**src/verilog/coreCfgPkg.sv**
```systemverilog
`default_nettype none

package coreCfgPkg;

    // Control FSM states
    typedef enum logic [2:0] {
        // Reading the four instruction bytes
        insnFetch,
        // Instruction word complete, pick the path
        insnDecode,
        // Reading rs2 into Y
        regFetchY,
        // Reading rs1 through the serial ALU into X
        regFetchX,
        // Writing X to rd, low byte first
        regStore
    } ctrlStateT;

    // Sixteen general registers kept in RAM
    localparam int regIdxWidth = 4;

    // Byte and word geometry of the register area
    localparam int byteBits = 8;
    localparam int wordBytes = 4;

endpackage

`default_nettype wire

```
**src/verilog/riscvIsaPkg.sv**
```systemverilog
`default_nettype none

package riscvIsaPkg;

    // Instruction word geometry
    localparam int insnWidth = 32;
    localparam int insnBytes = 4;

    // Major opcodes of the kept instructions, bits [6:0]
    localparam logic [6:0] opcodeLui = 7'b0110111;
    localparam logic [6:0] opcodeOp = 7'b0110011;
    localparam logic [6:0] opcodeOpImm = 7'b0010011;

    // ALU operation, coded as {funct7 bit 30, funct3}
    // Only the functions the core executes are listed
    typedef enum logic [3:0] {
        // Add, also used as the idle operation
        aluAdd = 4'b0000,
        // Subtract, register-register form only
        aluSub = 4'b1000,
        aluXor = 4'b0100,
        aluOr = 4'b0110,
        aluAnd = 4'b0111
    } aluOpT;

endpackage

`default_nettype wire

```
**src/verilog/coreControl.sv**
```systemverilog
`timescale 1ns/10ps
`default_nettype none

module coreControl #(
    parameter int addrWidth = 16,
    parameter logic [addrWidth-1:0] resetPc = 'h2000
) (
    input  logic                                cpuSignals,
    input  logic                                arstN,
    output logic [addrWidth-1:0]                address,
    output logic                                writeEnable,
    output logic                                strobe,
    input  logic                                ready,
    input  logic                                isLui,
    input  logic                                isAluOp,
    input  logic                                isAluImm,
    input  riscvIsaPkg::aluOpT                  aluOpIn,
    input  logic [coreCfgPkg::regIdxWidth-1:0]  rs1Idx,
    input  logic [coreCfgPkg::regIdxWidth-1:0]  rs2Idx,
    input  logic [coreCfgPkg::regIdxWidth-1:0]  rdIdx,
    output logic                                bufLoad,
    output logic                                loadImmY,
    output logic                                loadImmX,
    output logic                                loadByteX,
    output logic                                shiftGo,
    output logic                                xFromAlu,
    output logic                                yFromX,
    output logic                                clearCarry,
    output riscvIsaPkg::aluOpT                  aluOp,
    input  logic                                shiftBusy
);

    coreCfgPkg::ctrlStateT state;
    logic [addrWidth-1:0] pc;
    // Byte within the current word, fetch or register
    logic [1:0] byteCnt;

    logic accessDone;
    logic byteIdle;
    logic lastInsnByte;
    logic lastWordByte;
    logic regRead;

    // Register n sits at byte address n * wordBytes
    function automatic logic [addrWidth-1:0] regAddr(
        input logic [coreCfgPkg::regIdxWidth-1:0] idx
    );
        return addrWidth'(idx) << $clog2(coreCfgPkg::wordBytes);
    endfunction

    assign accessDone = strobe && ready;
    // No access pending and the previous byte shift has finished
    assign byteIdle = !strobe && !shiftBusy;
    assign lastInsnByte = byteCnt == 2'(riscvIsaPkg::insnBytes - 1);
    assign lastWordByte = byteCnt == 2'(coreCfgPkg::wordBytes - 1);
    assign regRead = state == coreCfgPkg::regFetchY || state == coreCfgPkg::regFetchX;

    // Instruction byte lands in the buffer on the ready edge
    assign bufLoad = state == coreCfgPkg::insnFetch && accessDone;

    assign loadImmX = state == coreCfgPkg::insnDecode && isLui;
    assign loadImmY = state == coreCfgPkg::insnDecode && isAluOp && isAluImm;

    // Register byte goes into X[7:0], then an 8-bit shift
    assign loadByteX = regRead && accessDone;
    // Stores shift between bytes, but not after the last one
    assign shiftGo = loadByteX || (state == coreCfgPkg::regStore && accessDone && !lastWordByte);

    assign xFromAlu = state == coreCfgPkg::regFetchX;
    assign yFromX = state == coreCfgPkg::regFetchY;

    // Preset the carry right before the rs1 pass
    assign clearCarry = loadImmY ||
        (state == coreCfgPkg::regFetchY && byteIdle && lastWordByte);

    // Idle ALU adds, so nothing depends on a stale decode
    assign aluOp = isAluOp ? aluOpIn : riscvIsaPkg::aluAdd;

    always_ff @(posedge cpuSignals or negedge arstN) begin
        if (!arstN) begin
            state <= coreCfgPkg::insnFetch;
            pc <= resetPc;
            address <= '0;
            strobe <= 1'b0;
            writeEnable <= 1'b0;
            byteCnt <= '0;
        end else begin
            case (state)
                coreCfgPkg::insnFetch: begin
                    if (!strobe) begin
                        // Next instruction byte at the program counter
                        address <= pc;
                        strobe <= 1'b1;
                    end else if (ready) begin
                        strobe <= 1'b0;
                        pc <= pc + addrWidth'(1);
                        byteCnt <= byteCnt + 2'd1;
                        if (lastInsnByte) begin
                            state <= coreCfgPkg::insnDecode;
                        end
                    end
                end

                coreCfgPkg::insnDecode: begin
                    byteCnt <= '0;
                    if (isLui) begin
                        // X already holds the result, go straight to the store
                        address <= regAddr(rdIdx);
                        writeEnable <= 1'b1;
                        strobe <= 1'b1;
                        state <= coreCfgPkg::regStore;
                    end else if (isAluOp && isAluImm) begin
                        address <= regAddr(rs1Idx);
                        strobe <= 1'b1;
                        state <= coreCfgPkg::regFetchX;
                    end else if (isAluOp) begin
                        // rs2 first, it passes through X into Y
                        address <= regAddr(rs2Idx);
                        strobe <= 1'b1;
                        state <= coreCfgPkg::regFetchY;
                    end else begin
                        // Unsupported, PC already points past it
                        state <= coreCfgPkg::insnFetch;
                    end
                end

                coreCfgPkg::regFetchY, coreCfgPkg::regFetchX: begin
                    if (accessDone) begin
                        strobe <= 1'b0;
                    end else if (byteIdle) begin
                        strobe <= 1'b1;
                        if (!lastWordByte) begin
                            byteCnt <= byteCnt + 2'd1;
                            address <= address + addrWidth'(1);
                        end else if (state == coreCfgPkg::regFetchY) begin
                            // Y holds rs2, now stream rs1 through the ALU
                            byteCnt <= '0;
                            address <= regAddr(rs1Idx);
                            state <= coreCfgPkg::regFetchX;
                        end else begin
                            // Result complete in X
                            byteCnt <= '0;
                            address <= regAddr(rdIdx);
                            writeEnable <= 1'b1;
                            state <= coreCfgPkg::regStore;
                        end
                    end
                end

                coreCfgPkg::regStore: begin
                    if (accessDone) begin
                        strobe <= 1'b0;
                        if (lastWordByte) begin
                            writeEnable <= 1'b0;
                            byteCnt <= '0;
                            state <= coreCfgPkg::insnFetch;
                        end
                    end else if (byteIdle) begin
                        // Next byte rotated down into X[7:0]
                        byteCnt <= byteCnt + 2'd1;
                        address <= address + addrWidth'(1);
                        strobe <= 1'b1;
                    end
                end

                default: begin
                    state <= coreCfgPkg::insnFetch;
                end
            endcase
        end
    end

endmodule

`default_nettype wire

```
**src/verilog/insnDecoder.sv**
```systemverilog
`timescale 1ns/10ps
`default_nettype none

module insnDecoder (
    input  logic [riscvIsaPkg::insnWidth-1:0]  insn,
    output logic                               isLui,
    output logic                               isAluOp,
    output logic                               isAluImm,
    output riscvIsaPkg::aluOpT                 aluOp,
    output logic [coreCfgPkg::regIdxWidth-1:0] rs1Idx,
    output logic [coreCfgPkg::regIdxWidth-1:0] rs2Idx,
    output logic [coreCfgPkg::regIdxWidth-1:0] rdIdx,
    output logic [31:0]                        immediate
);

    logic [6:0] opcode;
    logic isOp;
    logic isOpImm;
    logic [3:0] opCode;
    logic funcKept;
    logic funct7Ok;

    assign opcode = insn[6:0];
    assign isLui = opcode == riscvIsaPkg::opcodeLui;
    assign isOp = opcode == riscvIsaPkg::opcodeOp;
    assign isOpImm = opcode == riscvIsaPkg::opcodeOpImm;
    assign isAluImm = isOpImm;

    // Only the low four index bits, sixteen registers
    assign rs1Idx = insn[15 +: coreCfgPkg::regIdxWidth];
    assign rs2Idx = insn[20 +: coreCfgPkg::regIdxWidth];
    assign rdIdx = insn[7 +: coreCfgPkg::regIdxWidth];

    // Bit 30 is immediate data in OP-IMM, so it only selects SUB for OP
    assign opCode = {isOp && insn[30], insn[14:12]};

    always_comb begin
        case (opCode)
            riscvIsaPkg::aluAdd, riscvIsaPkg::aluSub, riscvIsaPkg::aluXor,
            riscvIsaPkg::aluOr, riscvIsaPkg::aluAnd: funcKept = 1'b1;
            default: funcKept = 1'b0;
        endcase
    end

    // Register form needs funct7 of 0000000 or 0100000, anything else is a no-op
    assign funct7Ok = !insn[31] && insn[29:25] == 5'b00000;

    assign isAluOp = funcKept && (isOpImm || (isOp && funct7Ok));
    assign aluOp = riscvIsaPkg::aluOpT'(opCode);

    // U-type for LUI, sign-extended I-type otherwise
    assign immediate = isLui ? {insn[31:12], 12'b0} : {{20{insn[31]}}, insn[31:20]};

endmodule

`default_nettype wire

```
**src/verilog/insnFetchBuffer.sv**
```systemverilog
`timescale 1ns/10ps
`default_nettype none

module insnFetchBuffer (
    input  logic                              cpuSignals,
    input  logic                              arstN,
    input  logic                              bufLoad,
    input  logic [7:0]                        dataRead,
    output logic [riscvIsaPkg::insnWidth-1:0] insn
);

    localparam int byteBits = coreCfgPkg::byteBits;

    // New byte enters at the top and older bytes move down
    // Four loads leave the first fetched byte in insn[7:0]
    always_ff @(posedge cpuSignals or negedge arstN) begin
        if (!arstN) begin
            insn <= '0;
        end else if (bufLoad) begin
            insn <= {dataRead, insn[riscvIsaPkg::insnWidth-1:byteBits]};
        end
    end

endmodule

`default_nettype wire

```
**src/verilog/riscvCore.sv**
```systemverilog
`timescale 1ns/10ps
`default_nettype none

module riscvCore #(
    parameter int addrWidth = 16,
    parameter logic [addrWidth-1:0] resetPc = 'h2000
) (
    input  logic                 cpuSignals,
    input  logic                 arstN,
    output logic [addrWidth-1:0] address,
    output logic [7:0]           dataWrite,
    input  logic [7:0]           dataRead,
    output logic                 writeEnable,
    output logic                 strobe,
    input  logic                 ready
);

    // Fetch buffer to decoder
    logic [riscvIsaPkg::insnWidth-1:0] insn;
    logic bufLoad;

    // Decoded fields
    logic isLui;
    logic isAluOp;
    logic isAluImm;
    riscvIsaPkg::aluOpT decodedAluOp;
    logic [coreCfgPkg::regIdxWidth-1:0] rs1Idx;
    logic [coreCfgPkg::regIdxWidth-1:0] rs2Idx;
    logic [coreCfgPkg::regIdxWidth-1:0] rdIdx;
    logic [31:0] immediate;

    // Datapath controls
    logic loadImmX;
    logic loadImmY;
    logic loadByteX;
    logic shiftGo;
    logic xFromAlu;
    logic yFromX;
    logic clearCarry;
    logic shiftBusy;
    riscvIsaPkg::aluOpT aluOp;
    logic [7:0] xLowByte;

    coreControl #(
        .addrWidth(addrWidth),
        .resetPc(resetPc)
    ) uControl (
        .cpuSignals(cpuSignals),
        .arstN(arstN),
        .address(address),
        .writeEnable(writeEnable),
        .strobe(strobe),
        .ready(ready),
        .isLui(isLui),
        .isAluOp(isAluOp),
        .isAluImm(isAluImm),
        .aluOpIn(decodedAluOp),
        .rs1Idx(rs1Idx),
        .rs2Idx(rs2Idx),
        .rdIdx(rdIdx),
        .bufLoad(bufLoad),
        .loadImmY(loadImmY),
        .loadImmX(loadImmX),
        .loadByteX(loadByteX),
        .shiftGo(shiftGo),
        .xFromAlu(xFromAlu),
        .yFromX(yFromX),
        .clearCarry(clearCarry),
        .aluOp(aluOp),
        .shiftBusy(shiftBusy)
    );

    insnFetchBuffer uFetchBuffer (
        .cpuSignals(cpuSignals),
        .arstN(arstN),
        .bufLoad(bufLoad),
        .dataRead(dataRead),
        .insn(insn)
    );

    insnDecoder uDecoder (
        .insn(insn),
        .isLui(isLui),
        .isAluOp(isAluOp),
        .isAluImm(isAluImm),
        .aluOp(decodedAluOp),
        .rs1Idx(rs1Idx),
        .rs2Idx(rs2Idx),
        .rdIdx(rdIdx),
        .immediate(immediate)
    );

    serialDatapath uDatapath (
        .cpuSignals(cpuSignals),
        .arstN(arstN),
        .immediate(immediate),
        .dataRead(dataRead),
        .loadImmX(loadImmX),
        .loadImmY(loadImmY),
        .loadByteX(loadByteX),
        .shiftGo(shiftGo),
        .xFromAlu(xFromAlu),
        .yFromX(yFromX),
        .clearCarry(clearCarry),
        .aluOp(aluOp),
        .shiftBusy(shiftBusy),
        .xLowByte(xLowByte)
    );

    // Register stores always take the low byte of X
    assign dataWrite = xLowByte;

endmodule

`default_nettype wire

```
**src/verilog/serialDatapath.sv**
```systemverilog
`timescale 1ns/10ps
`default_nettype none

module serialDatapath (
    input  logic               cpuSignals,
    input  logic               arstN,
    input  logic [31:0]        immediate,
    input  logic [7:0]         dataRead,
    input  logic               loadImmX,
    input  logic               loadImmY,
    input  logic               loadByteX,
    input  logic               shiftGo,
    input  logic               xFromAlu,
    input  logic               yFromX,
    input  logic               clearCarry,
    input  riscvIsaPkg::aluOpT aluOp,
    output logic               shiftBusy,
    output logic [7:0]         xLowByte
);

    localparam int byteBits = coreCfgPkg::byteBits;
    localparam int wordBits = coreCfgPkg::wordBytes * byteBits;
    localparam int cntBits = $clog2(byteBits);

    logic [wordBits-1:0] x;
    logic [wordBits-1:0] y;
    logic carry;
    logic [cntBits-1:0] bitCnt;

    logic yBit;
    logic aluBit;
    logic carryOut;

    // Subtract is x + ~y + 1, the +1 comes from the preset carry
    assign yBit = (aluOp == riscvIsaPkg::aluSub) ? ~y[0] : y[0];

    always_comb begin
        case (aluOp)
            riscvIsaPkg::aluAdd, riscvIsaPkg::aluSub: begin
                aluBit = x[0] ^ yBit ^ carry;
                carryOut = (x[0] & yBit) | (x[0] & carry) | (yBit & carry);
            end
            riscvIsaPkg::aluAnd: begin
                aluBit = x[0] & y[0];
                carryOut = 1'b0;
            end
            riscvIsaPkg::aluOr: begin
                aluBit = x[0] | y[0];
                carryOut = 1'b0;
            end
            riscvIsaPkg::aluXor: begin
                aluBit = x[0] ^ y[0];
                carryOut = 1'b0;
            end
            default: begin
                aluBit = 1'b0;
                carryOut = 1'b0;
            end
        endcase
    end

    // Byte shift sequencing, 8 busy cycles after each shiftGo
    always_ff @(posedge cpuSignals or negedge arstN) begin
        if (!arstN) begin
            shiftBusy <= 1'b0;
            bitCnt <= '0;
            carry <= 1'b0;
        end else begin
            if (shiftGo) begin
                shiftBusy <= 1'b1;
                bitCnt <= '0;
            end else if (shiftBusy) begin
                bitCnt <= bitCnt + cntBits'(1);
                if (bitCnt == cntBits'(byteBits - 1)) begin
                    shiftBusy <= 1'b0;
                end
            end
            if (clearCarry) begin
                carry <= aluOp == riscvIsaPkg::aluSub;
            end else if (shiftBusy && xFromAlu) begin
                carry <= carryOut;
            end
        end
    end

    // Operand registers, LSB leaves first on every shift
    always_ff @(posedge cpuSignals) begin
        if (loadImmX) begin
            x <= immediate;
        end else if (loadByteX) begin
            x[byteBits-1:0] <= dataRead;
        end else if (shiftBusy) begin
            // ALU result when computing, plain rotate otherwise
            x <= {xFromAlu ? aluBit : x[0], x[wordBits-1:1]};
        end

        if (loadImmY) begin
            y <= immediate;
        end else if (shiftBusy) begin
            y <= {yFromX ? x[0] : y[0], y[wordBits-1:1]};
        end
    end

    assign xLowByte = x[byteBits-1:0];

endmodule

`default_nettype wire

```
**config.mk**
```make
export PLATFORM = sky130hd
export DESIGN_NAME = riscvCore
export DESIGN_NICKNAME = d
export VERILOG_FILES = /design/src/verilog/coreCfgPkg.sv /design/src/verilog/riscvIsaPkg.sv /design/src/verilog/coreControl.sv /design/src/verilog/insnDecoder.sv /design/src/verilog/insnFetchBuffer.sv /design/src/verilog/riscvCore.sv /design/src/verilog/serialDatapath.sv
export SDC_FILE = /design/constraint.sdc
export NUM_CORES = 1
export LEC_CHECK = 0
export ABC_AREA = 1
export CORE_UTILIZATION = 55
export CTS_CLUSTER_DIAMETER = 150
export DETAILED_ROUTE_END_ITERATION = 6
export DONT_BUFFER_PORTS = 1
export GPL_ROUTABILITY_DRIVEN = 0
export PLACE_DENSITY = 0.7
export SLEW_MARGIN = 20
export SYNTH_ARGS = -nofsm -noshare
export SYNTH_HDL_FRONTEND = slang
export SYNTH_SLANG_ARGS = --single-unit
```
**constraint.sdc**
```tcl
create_clock -name cpuSignals -period 6 [get_ports cpuSignals]
set_input_delay 0.3 -clock cpuSignals [delete_from_list [all_inputs] [get_ports cpuSignals]]
set_output_delay 0.3 -clock cpuSignals [all_outputs]
set_load 0.02 [all_outputs]
```
Word level (Yosys, flattened, before mapping) --
Index checks and enable logic that the tools add are counted.
Cells by class: reduce and logical (&&, ||, !) cells 48, shift operators 0, bitwise operators 11, $add $sub $neg 4, equal/unequal tests 35, magnitude comparators 0, $mul 0, divide/modulo/power cells 0, muxes and demuxes 70
Operators by type and width (number):
- 16-bit two-way mux | 9
- 32-bit two-way mux | 4
- 16-bit one-hot mux with 4 select lines | 1
- 3-bit two-way mux | 13
- 16-bit by 1-bit adder with 16-bit output, second input constant | 2
- 31-bit two-way mux | 1
- 4-bit by 3-bit equality test with 1-bit output, second input constant | 6
- 1-bit two-way mux | 24
- 24-bit two-way mux | 1
- 2-bit two-way mux | 9
- 1-bit logical AND | 17
- 2-bit by 1-bit inequality test with 1-bit output, second input constant | 8
- 8-bit AND reduction | 2
- 7-bit by 6-bit equality test with 1-bit output, second input constant | 2
- 7-bit AND reduction | 2
- 2-bit inequality test, second input constant | 6
- 3-bit one-hot mux with 4 select lines | 1
- 3-bit nonzero test | 3
- 4-bit equality test, second input constant | 2
- 4-bit logical NOT | 2
- 8-bit two-way mux | 1
- 2-bit one-hot mux with 4 select lines | 1
- 2-bit nonzero test | 4
- 7-bit by 5-bit equality test with 1-bit output, second input constant | 1
- other kinds (27) | 46
Storage, ports and cells: output and inout bits 26, flip-flop bits (word level) 140, input port bits 11, bits in writable memories 0, latch bits 0, memories 0, ROM bits 0

Depth between registers and ports, before layout --
Gate-level depths: netlist of run 1.
depth in word-level cells 16, mapped depth 14

Modules after synthesis --
Synthesis of run 1 repeated with hierarchy kept, for this count alone.
Second synthesis, totals: cells, all modules 1011, area total of the unflattened synthesis 7876.3 µm²
Modules (own cells, without submodules):
- serialDatapath | area an instance 3225.6 µm², cells each 342, instances 1, seq. area each 2047.0 µm²
- coreControl | area an instance 2770.2 µm², cells each 434, instances 1, seq. area each 977.2 µm²
- insnFetchBuffer | area an instance 1297.5 µm², cells each 136, instances 1, seq. area each 800.8 µm²
- insnDecoder | area an instance 583.1 µm², cells each 99, instances 1, seq. area each 0.0 µm²

Least setup slack after synthesis of run 1 --
Ideal clock, no wire load.
kind reg-to-reg, start point register uControl.state[2], end point register uDatapath.x[10], enable pin, cell stages (with the launch flop) 8, required time 5587 ps, buffers on the path 2, slack 3148 ps, arrival time 2439 ps, cells stage by stage dfrtp_1 > inv_2 > nand3_1 > inv_1 > nand2_1 > buf_4 > buf_2 > a21oi_1
On the way: longest elaborated chain between the ends 5, elaborated cells between the ends (all ways) 9
Ends and longest elaborated chain:
- start: declaration | line coreControl.sv:33 | coreCfgPkg::ctrlStateT state;
- start signal: assignment | line coreControl.sv:81 | state <= coreCfgPkg::insnFetch;
- start signal: assignment | line coreControl.sv:99 | state <= coreCfgPkg::insnDecode;
- start signal: assignment | line coreControl.sv:111 | state <= coreCfgPkg::regStore;
- 3-bit by 2-bit equality test with 1-bit output | line coreControl.sv:56 | assign regRead = state == coreCfgPkg::regFetchY || state == coreCfgPkg::regFetchX;
- 1-bit logical OR | line coreControl.sv:56
- 1-bit logical AND | line coreControl.sv:65 | assign loadByteX = regRead && accessDone;
- 2-bit inequality test (no line)
- 2-bit AND reduction (no line) (*)
- end signal: assignment | line serialDatapath.sv:89 | x <= immediate;
- end signal: indexed assignment | line serialDatapath.sv:91 | x[byteBits-1:0] <= dataRead;
- end signal: assignment | line serialDatapath.sv:94 | x <= {xFromAlu ? aluBit : x[0], x[wordBits-1:1]};
- end: declaration | line serialDatapath.sv:25 | logic [wordBits-1:0] x;
Every way passes the cells marked *; elsewhere a longest branch is shown, timed or not. A chain may end at the register's enable or synchronous reset.

Final worst setup path of run 1 --
start point register uControl.strobe, end point register uControl.pc[15]
On the way: longest elaborated chain between the ends 1
Ends and longest elaborated chain:
- start: declaration | line coreControl.sv:12 | output logic strobe,
- start signal: assignment | line coreControl.sv:84 | strobe <= 1'b0;
- start signal: assignment | line coreControl.sv:93 | strobe <= 1'b1;
- start signal: assignment | line coreControl.sv:95 | strobe <= 1'b0;
- 3-bit AND reduction (no line)
- end signal: assignment | line coreControl.sv:82 | pc <= resetPc;
- end signal: assignment | line coreControl.sv:96 | pc <= pc + addrWidth'(1);
- end: declaration | line coreControl.sv:34 | logic [addrWidth-1:0] pc;
Every way passes these cells.

==> impl_metrics.py, run 1 <==
metrics = {
    "global_route": {
        "grt_usage_pct": 26.57,
        "grt_max_degree": 77,
        "grt_pass1_wl_um": 26030,
        "grt-ovfl-total": 0,
        "antenna_found_initial": 0,
        "grt_pass1_vias": 5009,
    },
    "detailed_routing": {
        "ant_nets": 0,
        "wl_per_cell_um": 16.12,
        "firstDrtPassIters": 5,
        "drt_iter0_drc": 556,
        "viasPerCell": 5.457,
        "routed_wl_um": 15580,
        "drc": 0,
        "dr_total_vias": 5271,
    },
    "power_and_ir_drop": {
        "p_per_area_nw_per_um2": 496.3,
        "ir_drop_mv": 0.2880,
        "power_leakage_nw": 3.548,
    },
    "placement": {
        "dp_slack_ps": 3481,
        "io_buffers": 0,
        "dp_hpwl_um": 10830,
    },
    "yosys": {
        "async_flop_share_pct": 54.29,
        "avgSynthCellArea_um2": 8.879,
        "ys.warnings.count": 0,
        "synth_edf_count": 64,
        "yosysTopAreaCellShare_pct": 27.47,
        "yosysSeqAreaShare_pct": 54.67,
        "syn-num-nets": 807,
        "syn_area_um2": 6997,
        "synth_most_common_cell": "nand2_1",
        "synth-seq-cells": 140,
        "synth.largest_area_cell": "edfxtp_1",
        "synth_cell_type_count": 40,
        "synthFlopType": "dfrtp_1",
        "netlist_instances": 788,
        "yosys-top-cells-count": "nand2_1, inv_1, o21ai_0, dfrtp_1, edfxtp_1",
        "synth_area_leaders": "edfxtp_1, dfrtp_1, nand2_1",
    },
    "clocking": {
        "hold_buffers": 5,
        "clock-sinks": 140,
        "cts_tree": "built",
        "path_clk_slew_ps": 60,
        "cts-resized-gates": 0,
        "cts_root_buf": "clkbuf_16",
        "cts_made_buffers": 17,
        "htreeDepth": 4,
        "cts_buffer_depth": 2,
        "clkLatencyLatePin_ps": 430,
        "cts_setup_buffers": 0,
    },
    "timing": {
        "setup_viol": 0,
        "tightestPinTransition_ps": 768.2,
        "slew-limit-headroom_pct": 48.73,
        "final_hold_viol_count": 0,
        "maxSlewViolCount": 0,
        "skew_ps": 10.29,
        "setup-tns-final_ps": 0,
        "rsz0062_at_grt": "false",
        "finalCritPeriodShare_pct": 42.29,
        "fmax_ghz": 0.3941,
        "fin_ws_ps": 3463,
        "min_period_ps": 2538,
    },
    "critical_path": {
        "path_class": "reg2reg",
        "crit_start": "uControl.strobe",
        "cp_max_fo": 56,
        "crit_path_end_kind": "flip-flop",
        "worst_ep_arrival_time_ps": 2840,
        "start_kind": "flip-flop",
        "required_ps": 6300,
        "r2r-start": "uControl.strobe",
    },
    "worst_hold_path": {
        "hp-class": "in2reg",
        "hp-start": "dataRead[6]",
    },
    "outcome": {
        "status": "finished clean",
    },
    "floorplanning": {
        "die_h_um": 114.8,
        "initial_core_util_pct": 57.30,
        "rows": 40,
        "die_width_um": 114.8,
        "core_um2": 12210,
        "dieArea_um2": 13180,
        "boundaryPins": 37,
    },
    "layout": {
        "multiInputGateArea_um2": 2581,
        "seq_area_um2": 3825,
        "syn_to_final_growth_pct": 11.00,
        "fin_nets": 804,
        "fillers": 1033,
        "drive_above_1_share_pct": 9.398,
        "diodes": 0,
    },
    "job": {
        "drv_cap": 0,
    },
}
==> flip-flops by register name (all words and copies together) (netlist names), 2 cells and up <==
signal             count
uControl.byteCnt       2
uDatapath.y           32
uControl.pc           16
uDatapath.bitCnt       3
uDatapath.x           32
uControl.address      16
uControl.state         3
uFetchBuffer.insn     32
==> layer usage <==
metal | GRT usage (%) | wire length (um) | vias to the layer above
met4 | 10.65 | 235 | 0
met5 | 0 | 0 | -
met3 | 5.746 | 1134 | 21
met1 | 39.55 | 7370 | 2473
met2 | 38.02 | 6836 | 199
li1 | - | - | 2578
==> area by class of cell <==
class | count | area share, %
sequential | 140 | 49.25
multi-input combinational | 509 | 33.24
clock buffer | 21 | 5.800
inverter | 107 | 5.172
tap | 168 | 2.707
clock inverter | 11 | 2.481
timing repair buffer | 10 | 1.353
==> layout by cell type, fill, tap and decap left out, types with 4 or more instances in the layout <==
master | netlist | layout
nand2_1 | 196 | 196
nand3_1 | 34 | 34
xor2_1 | 14 | 14
nor2_4 | 9 | 9
ha_1 | 7 | 7
xnor2_1 | 4 | 4
o21ai_0 | 87 | 87
o21ai_1 | 6 | 6
inv_2 | 7 | 7
nand2_2 | 5 | 5
clkbuf_16 | 0 | 17
nor2_1 | 45 | 44
nor2_2 | 8 | 9
nand4_1 | 11 | 11
nor3_1 | 11 | 11
a22oi_1 | 9 | 9
edfxtp_1 | 64 | 64
buf_4 | 11 | 5
dlygate4sd3_1 | 0 | 4
bufinv_16 | 0 | 5
inv_1 | 97 | 97
a21oi_1 | 40 | 39
dfrtp_1 | 75 | 75
==> worst max-delay path, stage by stage (launching register included) <==
cell,delay [ps]
dfrtp_1,550
nand2_4,150
nor2_4,120
buf_4,440
inv_2,220
nor2_2,160
nand3_1,160
nor2_2,270
nand4_1,150
xor2_1,180
==> final timing paths <==
| kind | to | slack, ps | cells after the start |
|---|---|---|---|
| setup / recovery | uControl.pc[15] | 3460 | 9 |
| hold / removal | uFetchBuffer.insn[30] | 20 | 2 |
| setup reg to reg | uControl.pc[15] | 3460 | 9 |
| hold reg to reg | uFetchBuffer.insn[1] | 470 | 2 |
| max in group asynchronous | uControl.pc[13] | 5180 | 2 |
| min in group asynchronous | uFetchBuffer.insn[23] | 470 | 2 |
==> cell families (layout without fill, tap and decap cells) <==
family	count (synthesis)	in the layout	synth area share, %
DFF	140	140	54.67
adders and majority gates	8	8	1.538
AOI/OAI and AO/OA	155	155	11.93
buffers and inverters	139	149	8.530
xor gates and xnor gates	18	18	2.253
and+or+nand+nor	328	328	21.08
==> report_power, final <==
| part | total, mW | switching [mW] | internal (mW) |
|---|---|---|---|
| Combinational | 0.858 | 0.558 | 0.300 |
| Clock | 1.14 | 0.397 | 0.748 |
| Sequential | 1.85 | 0.346 | 1.51 |
==> metrics by stage <==
| stage | util [%] | power (mW) | hold slack, ps | instances | instance area, um2 |
|---|---|---|---|---|---|
| floorplan | - | 2.451 | 4.409 | 788 | 6997 |
| CTS | 63.60 | 3.872 | 4.917 | 966 | 7766 |
| finish | 63.60 | 3.855 | 18.00 | 966 | 7766 |
| detailed placement | 57.78 | 2.700 | 10.20 | 929 | 7056 |
| global placement | 57.76 | 2.657 | 9.333 | 929 | 7053 |
| global route | 63.60 | 4.100 | 8.588 | 966 | 7766 |
Note: power is estimated with default switching activity, not from simulation.
==> run 2, diff against run 1 <==
==> constraint.sdc (replaced) <==
create_clock -name cpuSignals -period 2.55 [get_ports cpuSignals]
set_input_delay 0.1275 -clock cpuSignals [delete_from_list [all_inputs] [get_ports cpuSignals]]
set_output_delay 0.1275 -clock cpuSignals [all_outputs]
set_load 0.02 [all_outputs]
==> run 2 against run 1 <==
Largest cell class unchanged. Sequential share of layout area shrank 0.063 points. Wire length decreased by 0.36%. Cell area up 0.13%. Critical path depth grew 4. Setup slack worse by 3300 ps. Critical endpoint is now uDatapath.x[31]. First-iteration DRC count fell by 6.7%. Cell count increased by 1.1%. Combinational power up 140%.
==> impl_metrics.py, run 2 (synthesis results as in run 1) <==
metrics = {
    "timing": {
        "slew-limit-headroom_pct": 64.27,
        "min_period_ps": 2404,
        "rsz0062_at_grt": "false",
        "skew_ps": 8.093,
        "fin_ws_ps": 145.9,
        "setup_viol": 0,
        "final_hold_viol_count": 0,
        "hold_slack_ps": 45.85,
        "setup-tns-final_ps": 0,
        "fmax_ghz": 0.4159,
        "tightestPinTransition_ps": 536.0,
        "finalCritPeriodShare_pct": 94.28,
        "maxSlewViolCount": 0,
    },
    "clocking": {
        "cts_buffer_depth": 2,
        "cts_made_buffers": 17,
        "htreeDepth": 4,
        "clock-sinks": 140,
        "path_clk_slew_ps": 60,
        "clkLatencyLatePin_ps": 420,
        "cts_tree": "built",
        "cts_root_buf": "clkbuf_16",
    },
    "placement": {
        "dp_hpwl_um": 10800,
        "dp_slack_ps": 119.3,
        "place_area_um2": 7111,
        "io_buffers": 0,
    },
    "detailed_routing": {
        "firstDrtPassIters": 6,
        "drt_iter0_drc": 519,
        "routed_wl_um": 15520,
        "drc": 0,
        "dr_total_vias": 5413,
        "viasPerCell": 5.540,
        "wl_per_cell_um": 15.89,
        "ant_nets": 0,
    },
    "global_route": {
        "grt_max_degree": 77,
        "antenna_found_initial": 0,
        "grt-ovfl-total": 0,
        "grt_usage_pct": 25.86,
        "grt_pass1_wl_um": 25700,
        "grt_pass1_vias": 5087,
    },
    "floorplanning": {
        "die_width_um": 114.8,
        "initial_core_util_pct": 57.30,
        "die_h_um": 114.8,
        "boundaryPins": 37,
        "dieArea_um2": 13180,
        "core_um2": 12210,
        "rows": 40,
    },
    "critical_path": {
        "required_ps": 2730,
        "crit_path_end_kind": "flip-flop",
        "path_class": "reg2reg",
        "worst_ep_arrival_time_ps": 2590,
        "cp_max_fo": 5,
        "start_kind": "flip-flop",
        "ff2ff_path_depth": 13,
    },
    "worst_hold_path": {
        "min_path_cells": 4,
        "hp-class": "in2reg",
    },
    "layout": {
        "fin_nets": 815,
        "design_area_um2": 7776,
        "diodes": 0,
        "drive_above_1_share_pct": 9.765,
        "layout_common_cells": "nand2_1, inv_1, o21ai_0",
        "layout_commonest_cell": "nand2_1",
        "syn_to_final_growth_pct": 11.14,
        "top_regs": "uDatapath.x x32, uDatapath.y x32, uFetchBuffer.insn x32",
    },
    "power_and_ir_drop": {
        "power_leakage_nw": 3.547,
        "p_per_area_nw_per_um2": 1114,
        "ir_drop_mv": 0.7340,
    },
    "outcome": {
        "status": "finished clean",
    },
    "job": {
        "drv_cap": 0,
    },
}
run 2: layout make-up:
| type | instances | area (um2) |
|---|---|---|
| fill | 1020 | 4436 |
| inverter | 107 | 401.6 |
| clock inverter | 12 | 98.84 |
| tap | 168 | 210.2 |
| clock buffer | 20 | 446.7 |
| multi-input combinational | 509 | 2581 |
| sequential | 140 | 3825 |
| timing repair buffer | 21 | 212.7 |
run 2: path summary, 6_finish.rpt:
kind                                       from               to  slack [ps]
min in group asynchronous                 arstN   uControl.pc[0]         270
max reg2reg                uFetchBuffer.insn[2]  uDatapath.x[31]         150
min                                       ready   uControl.pc[1]          50
max in group asynchronous                 arstN  uControl.pc[13]        1930
max                        uFetchBuffer.insn[2]  uDatapath.x[31]         150
min reg2reg                     uControl.pc[14]  uControl.pc[14]         470
run 2: power by group:
| part | leakage (nW) | total [mW] | switching [mW] | internal, mW |
|---|---|---|---|---|
| Sequential | 1.61 | 4.33 | 0.792 | 3.54 |
| Clock | 0.255 | 2.28 | 0.932 | 1.35 |
| Combinational | 1.69 | 2.05 | 1.31 | 0.738 |
run 2: through the flow:
step                util [%]  power [mW]  cells
floorplan                  -       5.767    788
global placement       58.23       6.228    935
detailed placement     58.23       6.353    935
CTS                    63.66       8.694    977
global route           63.68       9.222    977
finish                 63.68       8.664    977
run 2: metal layers:
metal | global-route usage (%) | vias to the layer above | share of wire, %
li1 | - | 2594 | -
met4 | 8.658 | 0 | 1.7
met2 | 37.58 | 187 | 44
met3 | 6.378 | 25 | 6.6
met1 | 38.15 | 2607 | 48
met5 | 0 | - | 0
run 2: what timing repair did:
item	4_1_cts	5_1_grt
gates resized for setup	0	1
endpoints found under the setup margin	0	1
setup buffers	0	0
hold buffers	10	0
hold endpoints to repair	92	0
run 2: worst max-delay path: stages, from the launching register on:
cell	delay (ps)
dfrtp_1	370
inv_1	90
nand2_1	60
nor2_1	150
nand2_1	160
nand2_2	150
nand2_1	90
nor2_1	160
xor2_1	200
fa_1	440
a21oi_1	150
nand2_1	60
nand2_1	50
nand2_1	50
==> run 3, diff against run 2 <==
--- a/config.mk
+++ b/config.mk
@@ -6,6 +6,7 @@
 export NUM_CORES = 1
 export LEC_CHECK = 0
 export ABC_AREA = 1
+export CORE_ASPECT_RATIO = 1.2
 export CORE_UTILIZATION = 55
 export CTS_CLUSTER_DIAMETER = 150
 export DETAILED_ROUTE_END_ITERATION = 6
==> run 3 against run 2 <==
Setup slack gained 22 ps. Non-clock buffer count grew 3. Cell area grew 0.84%. Fmax grew 0.90%. Critical path type unchanged. Critical endpoint unchanged.
==> impl_metrics.py, run 3 (synthesis results as in run 1) <==
metrics = {
    "worst_hold_path": {
        "hp-class": "in2reg",
        "min_to": "uControl.strobe",
        "hp-start": "ready",
        "min_path_cells": 3,
    },
    "critical_path": {
        "cpMaxStageDelayCell": "fa_1",
        "start_kind": "flip-flop",
        "r2r-end": "uDatapath.x[31]",
        "required_ps": 2720,
        "r2r-start": "uFetchBuffer.insn[3]",
        "crit_path_end_kind": "flip-flop",
        "critPathMostFrequentCell": "nand2_1",
        "path_cells": "inv_1, nand2_1, nor2_2, nand2_2, nand2_2, nand2_2, nor2_4, xor2_2, fa_1, a21oi_2, nand2_1, nand2_1, nand2_1",
        "path_class": "reg2reg",
        "reg2reg_slack_ps": 170,
        "worst_ep_arrival_time_ps": 2550,
        "cp_max_fo": 5,
        "ff2ff_path_depth": 13,
        "slowest_delay_ps": 460,
    },
    "layout": {
        "drive_above_1_share_pct": 12.19,
        "layout_common_cells": "nand2_1, inv_1, o21ai_0",
        "syn_to_final_growth_pct": 12.07,
        "fin_nets": 818,
        "diodes": 0,
        "top_regs": "uDatapath.x x32, uDatapath.y x32, uFetchBuffer.insn x32",
        "layout_commonest_cell": "nand2_1",
    },
    "timing": {
        "setup-tns-final_ps": 0,
        "fmax_ghz": 0.4197,
        "slew-limit-headroom_pct": 67.39,
        "finalCritPeriodShare_pct": 93.44,
        "setup_viol": 0,
        "maxSlewViolCount": 0,
        "skew_ps": 8.870,
        "tightestPinTransition_ps": 488.6,
        "final_hold_viol_count": 0,
        "min_period_ps": 2383,
    },
    "power_and_ir_drop": {
        "ir_drop_mv": 0.6580,
        "power_leakage_nw": 3.584,
        "p_per_area_nw_per_um2": 1130,
        "total_power_mw": 8.861,
    },
    "detailed_routing": {
        "drc": 0,
        "wl_per_cell_um": 16.25,
        "drt_iter0_drc": 429,
        "viasPerCell": 5.509,
        "routed_wl_um": 15820,
        "dr_total_vias": 5360,
        "ant_nets": 0,
        "firstDrtPassIters": 5,
    },
    "clocking": {
        "cts_made_buffers": 17,
        "cts_buffer_depth": 2,
        "htreeDepth": 4,
        "clock-sinks": 140,
        "clkLatencyLatePin_ps": 420,
        "cts_tree": "built",
        "cts_root_buf": "clkbuf_16",
        "path_clk_slew_ps": 60,
    },
    "outcome": {
        "status": "finished clean",
    },
    "floorplanning": {
        "boundaryPins": 37,
        "die_h_um": 125.6,
        "core_um2": 12280,
        "initial_core_util_pct": 56.99,
        "rows": 44,
        "dieArea_um2": 13180,
        "die_width_um": 105.0,
    },
    "global_route": {
        "groute.layer.met3.usage_pct": 6.517,
        "grt_usage_pct": 25.17,
        "grt_pass1_wl_um": 25790,
        "antenna_found_initial": 0,
        "grt_pass1_vias": 5307,
        "grtUsageMet2_pct": 43.32,
        "grt-ovfl-total": 0,
        "use_met1_pct": 29.86,
        "grt_max_degree": 77,
        "grt-busiest-layer": "met2",
    },
    "job": {
        "drv_cap": 0,
    },
    "placement": {
        "io_buffers": 0,
        "dp_hpwl_um": 10660,
    },
}
-- run 3: cell types whose count changed in the layout (fill, tap and decap cells not counted), sizes merged --
cell,previous run,this run
clkbuf,20,19
clkinvlp,4,1
inv,104,107
bufinv,1,2
buf,12,15
-- run 3: cell type report --
class	count	area (um2)
clock inverters	13	140.1
inverters	107	401.6
multi-input cells	509	2616
clock buffers	19	432.9
flip-flops and latches	140	3826
fillers	1005	4436
well taps	161	201.4
repair buffers	24	222.7
-- run 3: timing repair --
action                     CTS  global route
hold endpoints to repair    92             0
setup buffers                0             2
setup endpoints to repair    0             1
resized for setup            0            16
hold buffers                10             0
-- run 3: stage by stage --
step           area (um2)  hold slack, ps  utilization, %  setup WS [ps]  std cells
4_1_cts              7787           22.33           63.43          86.14        971
2_1_floorplan        7000          -168.1               -          178.0        788
6_report             7841           23.77           63.87          167.4        973
5_1_grt              7841           28.91           63.87         -13.98        973
3_5_place_dp         7097          -165.9           57.81          63.43        929
3_3_place_gp         7097          -165.1           57.81          264.6        929
-- run 3: worst max path at each step --
| stage | from | endpoint | slack (ps) |
|---|---|---|---|
| floorplan | uControl.state[2] | uDatapath.x[10] | 180 |
| global placement | uFetchBuffer.insn[2] | uDatapath.x[31] | 260 |
| detailed placement | uFetchBuffer.insn[2] | uDatapath.x[31] | 60 |
| CTS | uFetchBuffer.insn[2] | uDatapath.x[31] | 90 |
| global route | uFetchBuffer.insn[3] | uDatapath.x[31] | -10 |
| finish | uFetchBuffer.insn[3] | uDatapath.x[31] | 170 |
-- run 3: report_power, final --
| group | internal (mW) | switching (mW) | total, mW |
|---|---|---|---|
| logic | 0.755 | 1.35 | 2.11 |
| registers | 3.55 | 0.798 | 4.34 |
| clock network | 1.44 | 0.966 | 2.41 |
-- run 3: per-layer routing --
| layer | up-vias | share of wire, % | wire length [um] |
|---|---|---|---|
| li1 | 2603 | - | - |
| met1 | 2522 | 40 | 6342 |
| met2 | 196 | 52 | 8172 |
| met3 | 39 | 5.7 | 906 |
| met4 | 0 | 2.5 | 394 |
| met5 | - | 0 | 0 |
-- run 3: critical path, delay by kind of cell, from the launching register on --
family,cells,cell delay [ps]
AOI/OAI and AO/OA,1,140
xor gates and xnor gates,1,180
adders and majority gates,1,460
buffers and inverters,1,70
DFF,1,400
and+or+nand+nor,9,890
